### src/include/ppu_defs.svh
`ifndef PPU_DEFS_SVH
`define PPU_DEFS_SVH

// raster geometry
`define PPU_LINE_CYCLES 341
`define PPU_FRAME_LINES 262
`define PPU_VIS_W       256
`define PPU_VIS_H       240
`define PPU_VBLANK_ROW  241     // vblank starts here, ends after last line

// table sizes
`define PPU_NT_SIZE     960     // 32 x 30 tiles
`define PPU_NUM_SPRITES 8
`define PPU_PAL_SIZE    32

// apb word index map (byte address >> 2)
`define PPU_NT_BASE     0
`define PPU_SP_BASE     1024
`define PPU_PAL_BASE    1056
`define PPU_STATUS_IDX  1088

`endif

### src/hw/ppu_pkg.sv
package ppu_pkg;

    // raster position carried down the pipeline
    typedef struct packed {
        logic [8:0] row;
        logic [8:0] col;
        logic       visible;
    } raster_pos_t;

    typedef struct packed {
        raster_pos_t pos;
        logic [3:0]  bg_idx;
    } bg_stage_t;

    typedef struct packed {
        bg_stage_t  bg;
        logic [3:0] sp_idx;
        logic       sp_prio;    // 1 = behind background
    } sp_stage_t;

    // one sprite, sits in the low bits of an apb word
    typedef struct packed {
        logic [7:0] x;
        logic [7:0] y;
        logic [3:0] color_idx;
        logic       prio;
        logic       enabled;
    } sprite_t;

    typedef struct packed {
        logic       en;
        logic [9:0] addr;
        logic [3:0] data;
    } nt_wr_t;

    typedef struct packed {
        logic       en;
        logic [2:0] idx;
        sprite_t    data;
    } sp_wr_t;

    typedef struct packed {
        logic       en;
        logic [4:0] addr;
        logic [5:0] data;
    } pal_wr_t;

    typedef struct packed {
        logic [8:0] row;
        logic [8:0] col;
        logic [5:0] color;
        logic       valid;
    } pixel_out_t;

endpackage

### src/hw/raster_timing.sv
`include "ppu_defs.svh"

module raster_timing (
    input  logic                 clk,
    input  logic                 rst_n,
    output ppu_pkg::raster_pos_t pos,
    output logic                 vblank,
    output logic                 visible
);

    logic [8:0] row;
    logic [8:0] col;
    logic       line_end;

    assign line_end = col == 9'(`PPU_LINE_CYCLES - 1);

    always_ff @(posedge clk or negedge rst_n) begin
        if (!rst_n) begin
            row <= 9'd0;
            col <= 9'd0;
        end else begin
            col <= line_end ? 9'd0 : col + 9'd1;
            if (line_end) begin
                row <= (row == 9'(`PPU_FRAME_LINES - 1)) ? 9'd0 : row + 9'd1;
            end
        end
    end

    // set entering vblank row, cleared on the last cycle of the frame
    always_ff @(posedge clk or negedge rst_n) begin
        if (!rst_n) begin
            vblank <= 1'b0;
        end else if (row == 9'(`PPU_VBLANK_ROW) && col == 9'd0) begin
            vblank <= 1'b1;
        end else if (row == 9'(`PPU_FRAME_LINES - 1) && line_end) begin
            vblank <= 1'b0;
        end
    end

    assign visible = (row < 9'(`PPU_VIS_H)) && (col < 9'(`PPU_VIS_W));

    assign pos = '{row: row, col: col, visible: visible};

endmodule

### config.mk
export PLATFORM = sky130hd
export DESIGN_NAME = raster_timing
export DESIGN_NICKNAME = d
export VERILOG_FILES = /design/src/hw/ppu_pkg.sv /design/src/hw/raster_timing.sv
export VERILOG_INCLUDE_DIRS = /design/src /design/src/include
export SDC_FILE = /design/constraint.sdc
export NUM_CORES = 1
export LEC_CHECK = 0
export BUFFER_PORTS_ARGS = -buffer_cell sky130_fd_sc_hd__buf_2
export CAP_MARGIN = 10
export CORE_ASPECT_RATIO = 1.75
export CORE_MARGIN = 2
export CORE_UTILIZATION = 35
export DETAILED_ROUTE_END_ITERATION = 8
export GPL_ROUTABILITY_DRIVEN = 0
export PLACE_DENSITY_LB_ADDON = 0.2
export RECOVER_POWER = 50
export SETUP_SLACK_MARGIN = 0.3
export SKIP_LAST_GASP = 1
export SLEW_MARGIN = 20
export SYNTH_ARGS = -nofsm -noshare
export SYNTH_HDL_FRONTEND = slang
export SYNTH_SLANG_ARGS = --single-unit
### constraint.sdc
create_clock -name clk -period 4.3 [get_ports clk]
set_input_delay 0.86 -clock clk [delete_from_list [all_inputs] [get_ports clk]]
set_output_delay 0.86 -clock clk [all_outputs]
set_load 0.02 [all_outputs]
# After elaboration in Yosys (flattened, before gate mapping)
# Cells that the tools add are included.
# op_classes
add_sub_neg,2
n_lt_le_gt_ge,2
eq_ne,3
n_mux,4
reduce_logical,5
# ops
op,n
$add A9 B1 Y9 const B,2
$eq A9 B9 Y1 const B,2
$mux W9,2
$eq A9 B8 Y1 const B,1
$logic_not A9 Y1,1
$lt A9 B8 Y1 const B,1
$lt A9 B9 Y1 const B,1
$logic_and A1 B1 Y1,3
$mux W1,2
$reduce_bool A2 Y1,1
# word_totals
regBits,19
inputBits,2
word_cells,19

# Longest topological paths before layout
# Gate-level depths: netlist (run 1).
# logic_depth
depth_word,4
ltp_mapped,7
depth_no_buf,6

# Least setup slack after synthesis (run 1)
# OpenSTA, ideal clock, no wires.
# synth_timing
path_type,register to register
start,register col[0]
end,register row[7]
arrival_time_ps,1935
required_time_ps,4220
setup_slack_ps,2285
path_stages_with_launch,8
n_path_buf,1
period_less_slack_ps,2015
cell_sequence,dfrtp_1 inv_1 ha_1 or4b_4 or2_1 buf_6 nor4_4 xor2_1
# synth_between
elab_chain_len,1
# synth_rtl
element,line,rtl
start: declaration,raster_timing.sv:12,logic [8:0] col;
start signal: assignment,raster_timing.sv:22,col <= line_end ? 9'd0 : col + 9'd1;
$eq A9 B9 Y1,raster_timing.sv:15,assign line_end = col == 9'(`PPU_LINE_CYCLES - 1);
end signal: assignment,raster_timing.sv:24,row <= (row == 9'(`PPU_FRAME_LINES - 1)) ? 9'd0 : row + 9'd1;
end: declaration,raster_timing.sv:11,logic [8:0] row;
# Every way passes these cells.
# A chain may end at the register's enable or synchronous reset.

# Worst setup path in the final report (run 1)
# layout_timing
start,register col[0]
end,register row[5]
# The elaborated chain is that of the path after synthesis.

==> results of run 1 <==
-- synthesized netlist by cell type, drive strengths merged --
cell type | number | share of area
dfrtp | 19 | 0.49
nor2 | 10 | 0.039
nand3 | 9 | 0.047
nand2 | 6 | 0.023
o21ai | 6 | 0.031
xor2 | 6 | 0.054
nand4 | 5 | 0.032
ha | 4 | 0.052
inv | 4 | 0.016
xnor2 | 4 | 0.036
buf | 3 | 0.025
a21oi | 2 | 0.010
and2 | 2 | 0.014
and3 | 2 | 0.014
nor4 | 2 | 0.029
a31oi | 1 | 0.0065
and4 | 1 | 0.010
mux2i | 1 | 0.010
nor2b | 1 | 0.0065
nor3 | 1 | 0.0052
nor4bb | 1 | 0.010
o22ai | 1 | 0.0065
o31ai | 1 | 0.0078
or2 | 1 | 0.0065
or4b | 1 | 0.014
-- how the worst max path moves through the flow --
| stage | to | slack, ns | cells after the start |
|---|---|---|---|
| floorplan | row[7] | 2.29 | 7 |
| global placement | row[5] | 2.20 | 6 |
| detailed placement | row[5] | 2.10 | 6 |
| CTS | row[5] | 2.09 | 6 |
| global route | row[5] | 1.93 | 6 |
| finish | row[5] | 2.11 | 6 |
-- worst max-delay path, stage by stage, from the launching register on --
cell     delay, ns
dfrtp_1       0.45
inv_1         0.08
ha_1          0.14
or4b_4        0.47
nor2_1        0.59
nand4_1       0.19
xnor2_1       0.16
-- power by group through the flow --
| stage | Clock (W) | Combinational [W] | Sequential, W |
|---|---|---|---|
| 2_1_floorplan | 0 | 0.000000000186 | 0.000182 |
| 3_3_place_gp | 0 | 0.00000403 | 0.000182 |
| 3_5_place_dp | 0 | 0.00000423 | 0.000182 |
| 4_1_cts | 0.000128 | 0.00000423 | 0.000179 |
| 5_1_grt | 0.000136 | 0.00000454 | 0.000178 |
| 6_report | 0.000125 | 0.00000372 | 0.000179 |
-- flip-flops by register name, summed over array words and instances (netlist names) --
signal	count
vblank	1
row	9
col	9
-- kinds of logic (layout without fill, tap and decap cells) --
| group | count (synthesis) | after routing | share of synthesized area |
|---|---|---|---|
| fa+ha+maj | 4 | 4 | 0.0519 |
| buf+inv | 7 | 30 | 0.0402 |
| compound gates | 11 | 11 | 0.0623 |
| mux | 1 | 1 | 0.0104 |
| xor+xnor | 10 | 10 | 0.0908 |
| simple gates | 42 | 42 | 0.252 |
| flops | 19 | 19 | 0.493 |
-- through the flow --
stage | hold slack [ns] | worst slack [ns]
2_1_floorplan | 0.564 | 2.29
3_3_place_gp | 0.501 | 2.20
3_5_place_dp | 0.509 | 2.10
4_1_cts | 0.518 | 2.09
5_1_grt | 0.542 | 1.93
6_report | 0.518 | 2.11
-- final cells by class --
| class | count | area [sq um] |
|---|---|---|
| clock buffer | 4 | 45.0 |
| fill | 270 | 1540 |
| inverter | 4 | 15.0 |
| multi-input combinational | 68 | 450 |
| sequential | 19 | 475 |
| tap | 27 | 33.8 |
| timing repair buffer | 22 | 98.8 |
-- layer usage --
metal | global-route usage | vias up
li1 | - | 373
met1 | 0.159 | 378
met2 | 0.253 | 24
met3 | 0.0270 | 6
met4 | 0.0909 | 0
met5 | 0 | -
==> out/qor.yml, run 1 <==
setup_path:
  arrival_ns: 2.34
  r2r_start: "col[0]"
  required_ns: 4.44
  rr_worst_depth: 6
  endpoint_kind: "register"
  r2r_end: "row[5]"
  startpoint: "col[0]"
  crit_path_max_fanout: 12
  r2r_slack_ns: 2.11
  cp-start-kind: "register"
  path_class: "register to register"
sta:
  fin_setup_tns_ns: 0
  worstMarginPinSlew_ns: 1.08
  hold_viol_final: 0
  fin_crit_ns: 2.19
  timing.slew.headroom: 0.280
  finalSetupViolCount: 0
  drv_slew: 0
  rsz0062_at_grt: "false"
  fin_crit_sh: 0.510
  skew_ns: 0.00214
  max_freq_mhz: 456
synthesis:
  yosys_warnings: 0
  ys_ff_latch: 19
  ys_types: 30
  ys_seq_area_frac: 0.493
  synthCells: 94
  synth_nets: 100
  syn_area_per_cell_sq_um: 10.3
  syn_area_sq_um: 965
clock_tree:
  cts_max_path_buffers: 2
  cts_hold_buf: 0
  cts.htree.levels: 1
  cts_resized: 0
  cts.sinks: 19
  numCtsBuffers: 3
  cts_root_buffer: "clkbuf_8"
  insertion_delay_ns: 0.25
  clk_pin_slew_worst_paths_ns: 0.07
  cts_setup_buffers: 0
  cts_tree: "built"
die:
  core_area_sq_um: 2660
  ios: 23
  die_area_sq_um: 3210
  start_util: 0.363
  die_h_um: 73.5
  rows: 25
  die_w_um: 43.7
drt:
  postRouteAntennaNets: 0
  route.met3.wl_um: 76
  vias_per_cell: 5.42
  m1WireLength_um: 877
  dr_wl_met2_um: 1140
  route.detailed.drc: 0
  dr.first_iter.drc_count: 16
  first_pass_iters: 4
  top_layer_used: "met4"
  vias: 781
  drt-total-wl_um: 2140
  wire_per_inst_um: 14.9
power:
  p_sw_w: 0.0000622
  pwr-share-comb: 0.012
  seqPwrFrac: 0.582
  clkPwrFrac: 0.406
  p_int_w: 0.000245
  power_density_nw_per_um2: 274
  fin_total_pwr_w: 0.000307
  switching_share: 0.203
  leakage_nw: 0.515
  ir_drop_uv: 178
layout:
  final_cell_mix: "dfrtp_1 (19), buf_2 (13), nor2_1 (10), clkbuf_1 (10), nand3_1 (9)"
  nets: 124
  drive_above_1_share: 0.179
  final_core_util: 0.421
  syn2layout_area_growth_pct: 16.0
  diodes: 0
  final_cells: 144
  final_common_cell: "dfrtp_1"
  fin_area_sq_um: 1120
min_path:
  min_from: "row[7]"
  hold_path_depth: 1
  whs_endpoint: "row[7]"
  min_path_type: "register to register"
placement:
  portBuffers: 22
  placed_area_sq_um: 1080
  dpl.cell_count: 140
  hpwl_um: 1610
global_route:
  grt_max_degree: 20
  grt_pass1_wl_um: 3490
  grt_use_total: 0.147
  grt-ovfl-total: 0
  grt_pass1_vias: 762
  antenna_found_initial: 0
run:
  cap_violations: 0
run_status:
  status: "finished clean"
Note: power is estimated with default switching activity, not from simulation.
==> run 2: changes to the inputs <==
--- a/config.mk
+++ b/config.mk
@@ -6,6 +6,7 @@
 export SDC_FILE = /design/constraint.sdc
 export NUM_CORES = 1
 export LEC_CHECK = 0
+export ABC_AREA = 1
 export BUFFER_PORTS_ARGS = -buffer_cell sky130_fd_sc_hd__buf_2
 export CAP_MARGIN = 10
 export CORE_ASPECT_RATIO = 1.75
==> constraint.sdc (replaced) <==
create_clock -name clk -period 2.2 [get_ports clk]
set_input_delay 0.44 -clock clk [delete_from_list [all_inputs] [get_ports clk]]
set_output_delay 0.44 -clock clk [all_outputs]
set_load 0.02 [all_outputs]
==> out/qor.yml, run 2 <==
drt:
  vias: 958  # was 781
  postRouteAntennaNets: 0  # unchanged
  wire_per_inst_um: 11.6  # was 14.9 um
  route.detailed.drc: 0  # unchanged
  drt-total-wl_um: 2400  # was 2140 um
  vias_per_cell: 4.63  # was 5.42
  dr.first_iter.drc_count: 32  # was 16
  first_pass_iters: 4  # unchanged
layout:
  final_cells: 207  # was 144
  top_regs: "col x9, row x9, vblank x1"  # unchanged
  drive_above_1_share: 0.158  # was 0.179
  diodes: 0  # unchanged
  final_common_cell: "nand2_1"  # was dfrtp_1
  nets: 172  # was 124
  final_cell_mix: "nand2_1 (38), inv_1 (21), dfrtp_1 (19), nor2_1 (18), buf_2 (12)"  # was dfrtp_1 (19), buf_2 (13), nor2_1 (10), clkbuf_1 (10), nand3_1 (9)
  syn2layout_area_growth_pct: 15.5  # was 16.0%
synthesis:
  synth_flop_cell: "dfrtp_1"  # unchanged
  syn_area_sq_um: 1090  # was 965 sq um
  yosys_warnings: 0  # unchanged
  ys_ff_latch: 19  # unchanged
  muxShareOfSynthArea: 0  # was 0.0104
  yosysTopAreaCell: "dfrtp_1"  # unchanged
  synth_compound_area_frac: 0.0573  # was 0.0623
  synth_edf_count: 0  # unchanged
  synth-xor-area-share: 0.0401  # was 0.0908
  synth-simple-area-share: 0.315  # was 0.252
  ys_seq_area_frac: 0.435  # was 0.493
  ys_types: 24  # was 30
  synth_fa_ha_area_frac: 0.0458  # was 0.0519
  synthTopCellsByCount: "nand2_1 (38), inv_1 (21), dfrtp_1 (19)"  # was dfrtp_1 (19), nor2_1 (10), nand3_1 (9)
  yosysMostFrequentCell: "nand2_1"  # was dfrtp_1
  synth_top_family_by_area: "simple AND/OR/NAND/NOR gates"  # unchanged
  synth_nets: 148  # was 100
  synthCells: 142  # was 94
  syn_area_per_cell_sq_um: 7.69  # was 10.3 sq um
  synth.top_cell.area_share: 0.435  # was 0.493
  synth_area_leaders: "dfrtp_1 (44%), nand2_1 (13%), inv_1 (7.2%), nor2_1 (6.2%), ha_1 (4.6%)"  # was dfrtp_1 (49%), xor2_1 (5.4%), ha_1 (5.2%), nand3_1 (4.7%), nor2_1 (3.9%)
  async_flop_share: 1.00  # unchanged
die:
  rows: 26  # was 25
  die_w_um: 46.2  # was 43.7 um
  core_area_sq_um: 2960  # was 2660 sq um
  die_h_um: 77.9  # was 73.5 um
  die_area_sq_um: 3600  # was 3210 sq um
  start_util: 0.369  # was 0.363
  ios: 23  # unchanged
setup_path:
  r2r_end: "vblank"  # was row[5]
  crit_path_max_fanout: 4  # was 12
  endpoint_kind: "primary output"  # was register
  arrival_ns: 1.27  # was 2.34 ns
  cp_slowest_stage_delay_ns: 0.40  # was 0.59 ns
  cp-start-kind: "register"  # unchanged
  required_ns: 1.76  # was 4.44 ns
  r2r_slack_ns: 0.55  # was 2.11 ns
  cp_cell_sequence: "nand2_1, nor2_1, nor3_1, buf_2"  # was inv_1, ha_1, or4b_4, nor2_1, nand4_1, xnor2_1
  slowest_stage: "dfrtp_1"  # was nor2_1
  rr_worst_depth: 9  # was 6
  path_class: "register to primary output"  # was register to register
  r2r_start: "col[0]"  # unchanged
clock_tree:
  cts.htree.levels: 1  # unchanged
  cts_tree: "built"  # unchanged
  cts.sinks: 19  # unchanged
  cts_root_buffer: "clkbuf_8"  # unchanged
  cts_max_path_buffers: 2  # unchanged
  insertion_delay_ns: 0.26  # was 0.25 ns
  cts_setup_buffers: 0  # unchanged
  clk_pin_slew_worst_paths_ns: 0.07  # about the same
  cts_hold_buf: 0  # unchanged
  cts_resized: 0  # unchanged
  numCtsBuffers: 3  # unchanged
sta:
  fin_setup_tns_ns: 0  # unchanged
  hold_viol_final: 0  # unchanged
  fin_crit_sh: 0.778
  drv_slew: 0  # unchanged
  rsz0062_at_grt: "false"  # unchanged
  timing.slew.headroom: 0.292  # was 0.280
  worstMarginPinSlew_ns: 1.06  # was 1.08 ns
  skew_ns: 0.00100  # was 0.00214 ns
  finalSetupViolCount: 0  # unchanged
  fin_crit_ns: 1.71
  max_freq_mhz: 584
power:
  power_density_nw_per_um2: 478  # was 274 nW/um^2
  leakage_nw: 0.633  # was 0.515 nW
  ir_drop_uv: 440  # was 178 uV
  seqPwrFrac: 0.579  # was 0.582
  p_int_w: 0.000478  # was 0.000245 W
  pwr-share-comb: 0.012  # about the same
  clkPwrFrac: 0.409  # was 0.406
  switching_share: 0.206  # was 0.203
  fin_total_pwr_w: 0.000603  # was 0.000307 W
  p_sw_w: 0.000124  # was 0.0000622 W
run_status:
  status: "finished clean"  # unchanged
global_route:
  antenna_found_initial: 0  # unchanged
  grt_pass1_wl_um: 4350  # was 3490 um
  grt-ovfl-total: 0  # unchanged
  grt_pass1_vias: 967  # was 762
  grt_use_total: 0.165  # was 0.147
  grt_max_degree: 20  # unchanged
run:
  cap_violations: 0  # unchanged
placement:
  dpl.cell_count: 203  # was 140
  portBuffers: 22  # unchanged
  hpwl_um: 1820  # was 1610 um
min_path:
  min_path_type: "primary input to asynchronous set/reset pin"  # was register to register
==> run 2: logic make-up (layout without fill, tap and decap cells) <==
kind of cell | after synthesis | after routing
buffers and inverters | 27 | 50
and+or+nand+nor | 78 | 78
xor gates and xnor gates | 5 | 5
adders and majority gates | 4 | 4
DFF | 19 | 19
AOI/OAI and AO/OA | 9 | 9
==> run 2: area by class of cell <==
class	instances	area [sq um]
Sequential cell	19	475
Fill cell	319	1700
Inverter	24	90.1
Multi-Input combinational cell	96	500
Timing Repair Buffer	22	97.6
Clock buffer	4	45.0
Tap cell	42	52.6
==> run 2: how the worst max path moves through the flow <==
stage | from | endpoint | cells past startpoint
finish | row[5] | visible | 4
global route | row[5] | pos[0] | 4
CTS | row[5] | visible | 4
detailed placement | col[0] | vblank | 9
global placement | col[0] | vblank | 9
floorplan | row[4] | pos[0] | 4
==> run 2: through the flow <==
step           hold slack, ns   util  worst slack (ns)  instance area, sq um
6_report                0.348  0.426             0.488                  1260
5_1_grt                 0.450  0.426             0.348                  1260
4_1_cts                 0.129  0.430             0.477                  1270
3_5_place_dp            0.414  0.415             0.545                  1230
3_3_place_gp            0.406  0.415             0.599                  1230
2_1_floorplan           0.144      -             0.350                  1090
==> run 2: power by group through the flow <==
stage,Clock [W],Sequential (W),Combinational (W)
3_3_place_gp,0,0.000356,0.00000790
3_5_place_dp,0,0.000356,0.00000822
5_1_grt,0.000270,0.000349,0.00000892
6_report,0.000246,0.000349,0.00000716
2_1_floorplan,0,0.000356,0.000000000306
4_1_cts,0.000254,0.000349,0.00000814
==> run 2: per-layer routing <==
metal  global-route usage  share of wire  up-vias
met4               0.0857          0.026        0
li1                     -              -      486
met2                0.267           0.52       29
met1                0.201           0.41      438
met5                    0              0        -
met3               0.0209          0.040        5
==> run 2: worst max-delay path, delay by kind of cell, from the launching register on <==
kind                   cells  cell delay [ns]
DFF                        1             0.40
and+or+nand+nor            3             0.45
buffers and inverters      1             0.17
==> run 3: changes to the inputs <==
--- a/config.mk
+++ b/config.mk
@@ -6,7 +6,7 @@
 export SDC_FILE = /design/constraint.sdc
 export NUM_CORES = 1
 export LEC_CHECK = 0
-export ABC_AREA = 1
+export ABC_AREA = 0
 export BUFFER_PORTS_ARGS = -buffer_cell sky130_fd_sc_hd__buf_2
 export CAP_MARGIN = 10
 export CORE_ASPECT_RATIO = 1.75
==> constraint.sdc (replaced) <==
create_clock -name clk -period 1.5 [get_ports clk]
set_input_delay 0.3 -clock clk [delete_from_list [all_inputs] [get_ports clk]]
set_output_delay 0.3 -clock clk [all_outputs]
set_load 0.02 [all_outputs]
==> out/qor.yml, run 3 (synthesis results as in run 1) <==
setup_path:
  r2r_end: "row[4]"  # was vblank
  path_class: "register to register"  # was register to primary output
  r2r_start: "col[0]"  # unchanged
  crit_path_max_fanout: 5  # was 4
  endpoint_kind: "register"  # was primary output
  cp-start-kind: "register"  # unchanged
  arrival_ns: 1.91  # was 1.27 ns
  required_ns: 1.68  # was 1.76 ns
  rr_worst_depth: 6  # was 9
  r2r_slack_ns: -0.24  # was 0.55 ns
clock_tree:
  cts_root_buffer: "clkbuf_8"  # unchanged
  cts_tree: "built"  # unchanged
  insertion_delay_ns: 0.25  # was 0.26 ns
  cts.htree.levels: 1  # unchanged
  numCtsBuffers: 3  # unchanged
  clk_pin_slew_worst_paths_ns: 0.07  # about the same
  cts_max_path_buffers: 2  # unchanged
  cts.sinks: 19  # unchanged
layout:
  drive_above_1_share: 0.545  # was 0.158
  final_cell_mix: "buf_6 (28), buf_4 (19), dfrtp_1 (14), nor2_1 (8), buf_2 (8)"  # was nand2_1 (38), inv_1 (21), dfrtp_1 (19), nor2_1 (18), buf_2 (12)
  top_regs: "col x9, row x9, vblank x1"  # unchanged
  final_common_cell: "buf_6"  # was nand2_1
  nets: 161  # was 172
  final_core_util: 0.607  # was 0.426
  diodes: 0  # unchanged
  syn2layout_area_growth_pct: 67.3  # was 15.5%
die:
  rows: 25  # was 26
  ios: 23  # unchanged
  die_area_sq_um: 3210  # was 3600 sq um
  die_h_um: 73.5  # was 77.9 um
  start_util: 0.363  # was 0.369
  core_area_sq_um: 2660  # was 2960 sq um
  die_w_um: 43.7  # was 46.2 um
drt:
  dr.first_iter.drc_count: 14  # was 32
  wire_per_inst_um: 15.0  # was 11.6 um
  drt-total-wl_um: 2720  # was 2400 um
  vias_per_cell: 5.28  # was 4.63
  vias: 955  # was 958
  route.detailed.drc: 0  # unchanged
  postRouteAntennaNets: 0  # unchanged
  first_pass_iters: 4  # unchanged
run:
  cap_violations: 0  # unchanged
sta:
  rsz0062_at_grt: "true"  # was false
  worstMarginPinSlew_ns: 0.483  # was 1.06 ns
  finalSetupViolCount: 17  # was 0
  timing.slew.headroom: 0.678  # was 0.292
  layout_setup_ws_ns: -0.235  # was 0.488 ns
  max_freq_mhz: 576
  fin_crit_ns: 1.73
  drv_slew: 0  # unchanged
  whs_ns: 0.507  # was 0.348 ns
  skew_ns: 0.00195  # was 0.00100 ns
  fin_setup_tns_ns: -2.79  # was 0 ns
  fin_crit_sh: 1.16
  hold_viol_final: 0  # unchanged
global_route:
  grt_pass1_vias: 995  # was 967
  grt_use_total: 0.183  # was 0.165
  antenna_found_initial: 0  # unchanged
  grt_pass1_wl_um: 4350  # unchanged
  grt_max_degree: 20  # unchanged
  grt-ovfl-total: 0  # unchanged
power:
  leakage_nw: 0.775  # was 0.633 nW
  ir_drop_uv: 433  # was 440 uV
  power_density_nw_per_um2: 547  # was 478 nW/um^2
min_path:
  min_from: "row[5]"
  min_path_type: "register to register"  # was primary input to asynchronous set/reset pin
  whs_endpoint: "row[5]"
  hold_path_depth: 1
placement:
  portBuffers: 22  # unchanged
  hpwl_um: 1760  # was 1820 um
run_status:
  status: "finished with violations"  # was finished clean
  violations: "setup timing"
run 3: cell count changes in the layout (fill, tap and decap cells not counted), moves of 3 or more:
cell | previous run | this run
nand2_1 | 38 | 5
buf_6 | 0 | 28
buf_4 | 0 | 19
inv_1 | 21 | 2
nor2_1 | 18 | 8
clkbuf_1 | 11 | 2
dfrtp_1 | 19 | 14
dfrtp_2 | 0 | 5
buf_2 | 12 | 8
nand2_2 | 4 | 0
o21ai_1 | 0 | 3
run 3: worst max-delay path, stage by stage (launching register included):
cell and delay (ns):
dfrtp_2 0.41, inv_2 0.05, ha_1 0.13, or4b_4 0.50
or2_4 0.29, nor2_1 0.14, xor2_1 0.15
run 3: per-stage QoR:
step / worst slack [ns] / cell area (sq um) / cells / power [W]
final: -0.235 / 1610 / 181 / 0.000883
after global routing: -0.303 / 1610 / 181 / 0.000921
after CTS: -0.236 / 1540 / 176 / 0.000897
after detailed placement: -0.317 / 1220 / 156 / 0.000533
after global placement: -0.274 / 1220 / 156 / 0.000533
after floorplan: -0.318 / 980 / 94 / 0.000522
run 3: what timing repair did:
action                                 CTS  global route
setup endpoints to repair               32            35
pin swaps                                6             5
setup buffers                           14             5
endpoints found under the hold margin   19             0
gates resized for setup                 47            11
gates cloned                             1             0
hold buffers                             1             0
run 3: cell type report:
class / instances / area (sq um)
Timing Repair Buffer: 58 / 517
Fill cell: 238 / 1040
Multi-Input combinational cell: 69 / 522
Tap cell: 27 / 33.8
Inverter: 4 / 15.0
Clock buffer: 4 / 45.0
Sequential cell: 19 / 482
run 3: worst max-delay path by stage:
stage,from,to,slack [ns],cells past startpoint
4_1_cts,col[0],vblank,-0.24,6
6_report,col[0],row[4],-0.24,6
2_1_floorplan,col[0],row[7],-0.32,7
5_1_grt,col[0],row[6],-0.30,6
3_3_place_gp,col[0],row[1],-0.27,7
3_5_place_dp,col[0],row[1],-0.32,7
run 3: power by group:
group	total, W	switching, W	internal, W
Combinational	0.0000127	0.0000101	0.00000259
Sequential	0.000512	0	0.000512
Clock	0.000358	0.000170	0.000189
Total	0.000883	0.000180	0.000703
run 3: per-layer routing:
| layer | part of all wire | up-vias | wire length [um] | GRT usage |
|---|---|---|---|---|
| met1 | 0.37 | 481 | 996 | 0.182 |
| met5 | 0 | - | 0 | 0 |
| met4 | 0.0048 | 0 | 13 | 0.0673 |
| met3 | 0.028 | 2 | 77 | 0.0246 |
| met2 | 0.60 | 22 | 1630 | 0.363 |
| li1 | - | 450 | - | - |
